### config.mk
export PLATFORM = sky130hd
export DESIGN_NAME = sqrt_pair_top
export DESIGN_NICKNAME = d
export VERILOG_FILES = /design/src/logic/sqrt_fmt_pkg.sv /design/src/logic/sqrt_xfer_pkg.sv /design/src/logic/sqrt_dispatch.sv /design/src/logic/sqrt_iter_unit.sv /design/src/logic/sqrt_reorder.sv /design/src/logic/sqrt_pair_top.sv
export SDC_FILE = /design/constraint.sdc
export NUM_CORES = 1
export LEC_CHECK = 0
export ABC_AREA = 1
export BUFFER_PORTS_ARGS = -buffer_cell sky130_fd_sc_hd__buf_2
export CAP_MARGIN = 10
export CORE_UTILIZATION = 39
export CTS_BUF_LIST = sky130_fd_sc_hd__clkbuf_4 sky130_fd_sc_hd__clkbuf_8
export DETAILED_ROUTE_END_ITERATION = 8
export PLACE_DENSITY = 0.59
export SYNTH_ARGS = -nofsm -noshare
export SYNTH_HDL_FRONTEND = slang
export SYNTH_SLANG_ARGS = --single-unit
### constraint.sdc
create_clock -name clk -period 3.6 [get_ports clk]
set_clock_uncertainty 0.15 [all_clocks]
set_input_delay 0 -clock clk [delete_from_list [all_inputs] [get_ports clk]]
set_output_delay 0 -clock clk [all_outputs]
set_load 0.03 [all_outputs]
### src/logic/sqrt_fmt_pkg.sv
`default_nettype none

// Number formats for the Q8.8 square-root engine
package sqrt_fmt_pkg;

    localparam int RAD_W    = 16;                   // Q8.8 radicand
    localparam int FRAC_W   = 8;                    // Fraction bits of the radicand
    localparam int ROOT_W   = (RAD_W + FRAC_W) / 2; // Q4.8 root, 12 bits
    localparam int REM_W    = ROOT_W + 2;           // Partial remainder
    localparam int ITER_MAX = ROOT_W;               // Bit pairs in a padded radicand
    localparam int CNT_W    = 4;                    // Holds 0..ITER_MAX

    // Two units side by side; dispatcher and reorder stage assume exactly two
    localparam int N_UNITS  = 2;

    typedef logic [RAD_W-1:0]  radicand_t;
    typedef logic [ROOT_W-1:0] root_t;
    typedef logic [REM_W-1:0]  rem_t;                // Unit internal only

endpackage

`default_nettype wire

### src/logic/sqrt_xfer_pkg.sv
`default_nettype none

// Records passed between dispatcher, root units and reorder stage
package sqrt_xfer_pkg;

    // Job handed to a unit
    // tag is the unit index the dispatcher picked
    typedef struct packed {
        sqrt_fmt_pkg::radicand_t rad;   // Q8.8 input sample
        logic                    tag;   // Target unit
    } sqrt_job_t;                       // 17 bits

    // Result of one job
    typedef struct packed {
        sqrt_fmt_pkg::root_t root;      // Q4.8 floor root
        logic                exact;     // Remainder was zero
    } sqrt_rsp_t;                       // 13 bits

endpackage

`default_nettype wire

### src/logic/sqrt_dispatch.sv
`default_nettype none

// Input side of the engine
// Accepts a strobe while busy is low and hands the job to units 0, 1, 0, 1, ...
module sqrt_dispatch (
    input  logic                      clk,
    input  logic                      rst_n,
    input  logic                      in_valid,
    input  sqrt_fmt_pkg::radicand_t   in_data,
    input  logic [1:0]                unit_idle,
    input  logic [1:0]                slot_full,
    output logic [1:0]                start,
    output sqrt_xfer_pkg::sqrt_job_t  job,
    output logic                      busy
);

    logic target_q;     // Unit that gets the next job
    logic issue_q;      // A job was taken at the last edge
    logic accept;

    // Target unit still working, or its result not yet drained
    assign busy   = ~unit_idle[target_q] | slot_full[target_q];
    assign accept = in_valid & ~busy;

    // Control state
    always_ff @(posedge clk or negedge rst_n) begin
        if (!rst_n) begin
            target_q <= 1'b0;                   // Unit 0 first after reset
            issue_q  <= 1'b0;
        end else begin
            issue_q <= accept;                  // One cycle pulse per job
            if (accept) begin
                target_q <= ~target_q;          // Strict alternation
            end
        end
    end

    // Job payload, held until the next accepted strobe
    always_ff @(posedge clk) begin
        if (accept) begin
            job.rad <= in_data;
            job.tag <= target_q;
        end
    end

    // Start decoded from the registered tag
    // so the pulse and the job bus change on the same edge
    assign start = issue_q ? (2'b01 << job.tag) : 2'b00;

endmodule

`default_nettype wire

### src/logic/sqrt_iter_unit.sv
`default_nettype none

// Digit-by-digit square root, two radicand bits per iteration
// Leading zero bit pairs are skipped, so latency follows the value
module sqrt_iter_unit (
    input  logic                      clk,
    input  logic                      rst_n,
    input  logic                      start,
    input  sqrt_xfer_pkg::sqrt_job_t  job,
    output logic                      idle,
    output logic                      done,
    output sqrt_xfer_pkg::sqrt_rsp_t  rsp
);

    import sqrt_fmt_pkg::*;

    localparam int PAD_W = RAD_W + FRAC_W;      // Radicand shifted up by the fraction

    typedef enum logic [1:0] {
        S_IDLE,
        S_BRING,    // Bring down a pair, form trial divisor and compare
        S_SELECT,   // Pick root bit and remainder
        S_DONE
    } state_t;

    state_t              state_q;
    logic [CNT_W-1:0]    cnt_q;         // Iterations still to go
    logic [CNT_W-1:0]    n_sig;         // Significant pairs of the new job
    logic [PAD_W-1:0]    pad;
    logic [PAD_W-1:0]    x_q;           // Remaining pairs, next one at the top
    root_t               root_q;
    rem_t                rem_q;
    rem_t                rem_sh_q;      // Remainder with the pair brought down
    rem_t                diff_q;        // rem_sh_q minus trial divisor
    logic                ge_q;          // Trial divisor fits
    rem_t                rem_trial;
    rem_t                divisor;
    rem_t                rem_next;
    root_t               root_next;

    // Number of bit pairs up to and including the top nonzero one, at least 1
    function automatic logic [CNT_W-1:0] sig_pairs(input logic [PAD_W-1:0] v);
        logic [CNT_W-1:0] n;
        n = CNT_W'(1);
        for (int i = 0; i < ITER_MAX; i++) begin
            if (v[2*i +: 2] != 2'b00) begin
                n = CNT_W'(i + 1);
            end
        end
        return n;
    endfunction

    assign pad   = {job.rad, {FRAC_W{1'b0}}};
    assign n_sig = sig_pairs(pad);

    // Stage one arithmetic
    assign rem_trial = {rem_q[REM_W-3:0], x_q[PAD_W-1 -: 2]};   // (rem << 2) | pair
    assign divisor   = {root_q, 2'b01};                         // (root << 2) + 1

    // Stage two selection
    assign root_next = {root_q[ROOT_W-2:0], ge_q};
    assign rem_next  = ge_q ? diff_q : rem_sh_q;

    assign idle = (state_q == S_IDLE);
    assign done = (state_q == S_DONE);      // Idle again only after the pulse

    always_ff @(posedge clk or negedge rst_n) begin
        if (!rst_n) begin
            state_q <= S_IDLE;
            cnt_q   <= '0;
        end else begin
            case (state_q)
                S_IDLE: begin
                    if (start) begin
                        state_q <= S_BRING;
                        cnt_q   <= n_sig;
                    end
                end
                S_BRING:  state_q <= S_SELECT;
                S_SELECT: begin
                    cnt_q   <= cnt_q - 1'b1;
                    state_q <= (cnt_q == CNT_W'(1)) ? S_DONE : S_BRING;
                end
                default:  state_q <= S_IDLE;    // S_DONE lasts one cycle
            endcase
        end
    end

    // Datapath
    always_ff @(posedge clk) begin
        case (state_q)
            S_IDLE: begin
                if (start) begin
                    // Drop the leading zero pairs
                    x_q    <= pad << (2 * (ITER_MAX - int'(n_sig)));
                    root_q <= '0;
                    rem_q  <= '0;
                end
            end
            S_BRING: begin
                rem_sh_q <= rem_trial;
                diff_q   <= rem_trial - divisor;
                ge_q     <= (rem_trial >= divisor);
                x_q      <= x_q << 2;           // Next pair to the top
            end
            S_SELECT: begin
                root_q <= root_next;
                rem_q  <= rem_next;
                if (cnt_q == CNT_W'(1)) begin
                    rsp.root  <= root_next;
                    rsp.exact <= (rem_next == '0);  // No remainder left
                end
            end
            default: ;
        endcase
    end

endmodule

`default_nettype wire

### src/logic/sqrt_reorder.sv
`default_nettype none

// Merges the two unit result streams back into input order
// Jobs alternate between units, so the head pointer alternates too
module sqrt_reorder (
    input  logic                            clk,
    input  logic                            rst_n,
    input  logic [1:0]                      done,
    input  sqrt_xfer_pkg::sqrt_rsp_t [1:0]  rsp_in,
    output logic [1:0]                      slot_full,
    output logic                            out_valid,
    output sqrt_xfer_pkg::sqrt_rsp_t        out_data
);

    import sqrt_fmt_pkg::*;
    import sqrt_xfer_pkg::*;

    sqrt_rsp_t slot_q [N_UNITS];    // One parked result per unit
    logic      head_q;              // Slot owed next to the output
    logic      head_ready;

    // Head result parked, or arriving right now
    assign head_ready = slot_full[head_q] | done[head_q];

    always_ff @(posedge clk or negedge rst_n) begin
        if (!rst_n) begin
            slot_full <= '0;
            head_q    <= 1'b0;
            out_valid <= 1'b0;
        end else begin
            for (int i = 0; i < N_UNITS; i++) begin
                if (head_ready && head_q == 1'(i)) begin
                    slot_full[i] <= 1'b0;           // Drained, or passed straight through
                end else if (done[i] && head_q != 1'(i)) begin
                    slot_full[i] <= 1'b1;           // Early finisher waits here
                end
            end
            out_valid <= head_ready;                // At most one per cycle
            if (head_ready) begin
                head_q <= ~head_q;
            end
        end
    end

    // Result storage and output register
    always_ff @(posedge clk) begin
        for (int i = 0; i < N_UNITS; i++) begin
            if (done[i]) begin
                slot_q[i] <= rsp_in[i];
            end
        end
        if (head_ready) begin
            // Parked copy wins; otherwise bypass the fresh result
            out_data <= slot_full[head_q] ? slot_q[head_q] : rsp_in[head_q];
        end
    end

endmodule

`default_nettype wire

### src/logic/sqrt_pair_top.sv
`default_nettype none

// Q8.8 square-root engine with two iterative units
// Dispatcher -> two root units -> reorder stage
module sqrt_pair_top (
    input  logic                      clk,
    input  logic                      rst_n,
    input  logic                      in_valid,
    input  sqrt_fmt_pkg::radicand_t   in_data,
    output logic                      busy,
    output logic                      out_valid,
    output sqrt_xfer_pkg::sqrt_rsp_t  out_data
);

    import sqrt_fmt_pkg::*;
    import sqrt_xfer_pkg::*;

    sqrt_job_t                  job;            // Shared job bus
    logic      [N_UNITS-1:0]    start;
    logic      [N_UNITS-1:0]    unit_idle;
    logic      [N_UNITS-1:0]    unit_done;
    logic      [N_UNITS-1:0]    slot_full;
    sqrt_rsp_t [N_UNITS-1:0]    unit_rsp;

    sqrt_dispatch u_dispatch (
        .clk       (clk),
        .rst_n     (rst_n),
        .in_valid  (in_valid),
        .in_data   (in_data),
        .unit_idle (unit_idle),
        .slot_full (slot_full),
        .start     (start),
        .job       (job),
        .busy      (busy)
    );

    for (genvar u = 0; u < N_UNITS; u++) begin : g_unit
        sqrt_iter_unit u_unit (
            .clk   (clk),
            .rst_n (rst_n),
            .start (start[u]),          // Only this unit's pulse, bus is shared
            .job   (job),
            .idle  (unit_idle[u]),
            .done  (unit_done[u]),
            .rsp   (unit_rsp[u])
        );
    end

    sqrt_reorder u_reorder (
        .clk       (clk),
        .rst_n     (rst_n),
        .done      (unit_done),
        .rsp_in    (unit_rsp),
        .slot_full (slot_full),
        .out_valid (out_valid),
        .out_data  (out_data)
    );

endmodule

`default_nettype wire

==> results_dict.tcl <==
set metrics [dict create \
    wirelength_mm 22.53 \
    startpoint_type "flip-flop" \
    drive_gt1_share_pct 15.10 \
    ys.flop_type "edfxtp_1" \
    post_drt_wl_per_cell_um 15.59 \
    place_hpwl_mm 15.36 \
    netlist_area_um2 10930 \
    synth-compound-area-share_pct 6.354 \
    synthTopCellsByArea "edfxtp_1 (60%), nand2_1 (5.8%), dfrtp_1 (4.1%)" \
    holdWs_ns 0.04115 \
    clk_latency_ns 0.54 \
    fin_crit_sh_pct 80.54 \
    final_nets 1094 \
    fmax_mhz 344.9 \
    dieArea_um2 28690 \
    drtIter0Drc 412 \
    worst_hold_startpoint "in_data[13]" \
    critPathKind "reg -> reg" \
    grt_pass1_wl_mm 37.14 \
    final_area_um2 12600 \
    finalSetupTns_ns 0 \
    synth_top_family_by_area "simple AND/OR/NAND/NOR gates" \
    yosys_register_bits 238 \
    r2r_slack_ns 0.70 \
    synthSimpleGateAreaFrac_pct 15.73 \
    clk_pin_slew_worst_paths_ns 0.06 \
    start_util_pct 40.10 \
    cts-resized-gates 0 \
    cts_root_buf "clkbuf_8" \
    synth.area.mux_share_pct 2.473 \
    synth_cell_type_count 48 \
    num_rows 60 \
    r2r_start "u_dispatch.job[3]" \
    grtUsageTotal_pct 16.64 \
    outcome "finished, final reports clean" \
    cts_sinks 238 \
    overflow 0 \
    area_delta_synth_final_pct 15.28 \
    clk_path_buf_depth 3 \
    ctsHtreeMaxLevel 2 \
    final-setup-viol-count 0 \
    finish.utilization_pct 46.23 \
    place_area_um2 11560 \
    antenna_found_initial 0 \
    viasPerCell 4.854 \
    ys_seq_area_share_pct 64.58 \
    yosysTopAreaCell "edfxtp_1" \
    synth_area_per_cell_um2 11.42 \
    cts_setup_buffers 0 \
    cts_tree "yes" \
    yosysWarningCount 0 \
    max-cap-violations 0 \
    crit_path_end_kind "flip-flop" \
    vias 7014 \
    final_antenna_net_count 0 \
    gp_congestion 0.8475 \
    fp.dieW_um 169.4 \
    power_density_nw_per_um2 972.1 \
    power_uw 12250 \
    grt_pass1_vias 7171 \
    p_leak_uw 0.005018 \
    whs_endpoint "u_dispatch.job[14]" \
    synth_edf_count 220 \
    ctsHoldBuffers 21 \
    grt_max_degree 52 \
    synthCells 957 \
    drv_slew 0 \
    die_y_um 169.4 \
    io_buffers 33 \
    crit_arrival_ns 3.02 \
    hold_path_class "in -> reg" \
    n_antenna_cell 0 \
    synthAdderAreaFrac_pct 3.778 \
    relSlewSlack_pct 43.04 \
    coreArea_um2 27250 \
    synth-async-reset-ratio_pct 7.563 \
    synth_xor_area_share_pct 2.404 \
    r2r_end "g_unit[1].u_unit.x_q[22]" \
    nFillCells 2500 \
    cts_inserted_buffers 42 \
    tightest_slew_ns 0.8515 \
    ir_drop_mv 0.4956 \
    reg2regPathDepth 17 \
    drc 0 \
    holdPathStages 2 \
    path_max_fanout 18 \
    rsz0062_at_grt "false" \
    ios 34 \
    period_needed_ns 2.900 \
    finalHoldViolCount 0 \
    crit_required_ns 3.72 \
    first_pass_iters 5 \
    syn_nets 1009 \
    yosysTopAreaCellShare_pct 60.45 \
]
[cell usage in the layout (no fill, tap or decap), types with 15 or more instances in the layout]
cell | netlist | layout
o21ai_0 | 43 | 43
clkbuf_4 | 0 | 15
mux2i_1 | 27 | 27
a21oi_1 | 33 | 33
buf_2 | 7 | 33
or2_2 | 15 | 15
xor2_1 | 18 | 18
nand2_1 | 170 | 170
edfxtp_1 | 220 | 220
inv_1 | 92 | 92
nand3_1 | 74 | 74
ha_1 | 33 | 33
buf_4 | 2 | 16
clkbuf_8 | 0 | 48
dfrtp_1 | 18 | 18
dlygate4sd3_1 | 0 | 21
nor2_1 | 79 | 77
[worst max-delay path, stage by stage (launching register included)]
cell and delay (ns):
edfxtp_1 0.40, inv_2 0.07, nand2_1 0.07, nand2_1 0.06, nand2_1 0.04, nand2_1 0.05, nand2_1 0.05, nand2_2 0.22
nand2_4 0.19, ha_1 0.36, nor2_2 0.21, inv_2 0.13, nand2_1 0.11, nand3_1 0.10, nand3_1 0.13, nand3_1 0.12
nand3_1 0.12, nand2_1 0.06
[layer usage]
layer  vias up  share of wire (%)  global-route usage [%]
met5         -                  0                       0
met4         0                1.8                   5.053
met2       128                 48                   28.48
met3        34                4.0                   3.265
li1       3516                  -                       -
met1      3336                 46                   21.29
[metrics by stage]
stage | setup slack (ns) | cells
2_1_floorplan | 0.8416 | 957
3_3_place_gp | 0.6676 | 1349
3_5_place_dp | 0.6744 | 1349
4_1_cts | 0.6750 | 1445
5_1_grt | 0.3886 | 1445
6_report | 0.7004 | 1445
[power breakdown]
part / switching (uW) / internal (uW) / total (uW)
combinational: 3190 / 1550 / 4740
sequential: 450 / 4610 / 5060
clock: 1080 / 1370 / 2450
total: 4720 / 7530 / 12200
[cell usage after synthesis (3+ instances only)]
cell type and instances:
a21o_1 4, a21oi_1 33, a31oi_1 3, buf_1 3, buf_2 7, buf_6 3, clkbuf_1 14, dfrtp_1 18
edfxtp_1 220, ha_1 33, inv_1 92, inv_2 3, mux2i_1 27, nand2_1 170, nand2_2 5, nand3_1 74
nand3_2 4, nand4_1 13, nor2_1 79, nor2_2 7, nor3_1 9, nor4_1 4, o211ai_1 13, o21ai_0 43
o21ai_1 9, or2_2 15, xnor2_1 7, xor2_1 18
[cell families after synthesis]
| logic type | after synthesis |
|---|---|
| xor+xnor | 27 |
| mux | 27 |
| buf+inv | 126 |
| compound gates | 120 |
| simple gates | 386 |
| flops | 238 |
| fa+ha+maj | 33 |
[state kept, by name (all words and copies together), names as in the netlist]
signal,cells
g_unit.u_unit.root_q,24
u_reorder.out_valid,1
g_unit.u_unit.cnt_q,8
g_unit.u_unit.x_q,32
u_dispatch.job,17
g_unit.u_unit.state_q,4
u_reorder.out_data,13
g_unit.u_unit.rem_q,24
g_unit.u_unit.ge_q,2
u_reorder.head_q,1
g_unit.u_unit.diff_q,28
u_reorder.slot_q,26
g_unit.u_unit.rem_sh_q,28
u_dispatch.issue_q,1
u_dispatch.target_q,1
g_unit.u_unit.rsp,26
u_reorder.slot_full,2
[worst max path at each step]
stage / from / to / slack, ns / cells past startpoint
global placement: u_dispatch.job[3] / g_unit[0].u_unit.x_q[18] / 0.67 / 13
CTS: u_dispatch.job[3] / g_unit[0].u_unit.x_q[18] / 0.67 / 13
finish: u_dispatch.job[3] / g_unit[1].u_unit.x_q[22] / 0.70 / 17
detailed placement: u_dispatch.job[3] / g_unit[0].u_unit.x_q[18] / 0.67 / 13
global route: u_dispatch.job[3] / g_unit[0].u_unit.x_q[23] / 0.39 / 19
floorplan: g_unit[0].u_unit.state_q[1] / g_unit[0].u_unit.rsp[0] / 0.84 / 5
[layout make-up]
type                            instances  area, um^2  share of cell area [%]
Timing Repair Buffer                   70       495.5                   3.933
Clock inverter                         12       56.30                  0.4469
Multi-Input combinational cell        593        3387                   26.88
Inverter                               97       364.1                   2.890
Clock buffer                           63       773.2                   6.138
Tap cell                              372       465.4                   3.695
Sequential cell                       238        7057                   56.01
No activity file was read; power rests on OpenSTA's default activity.
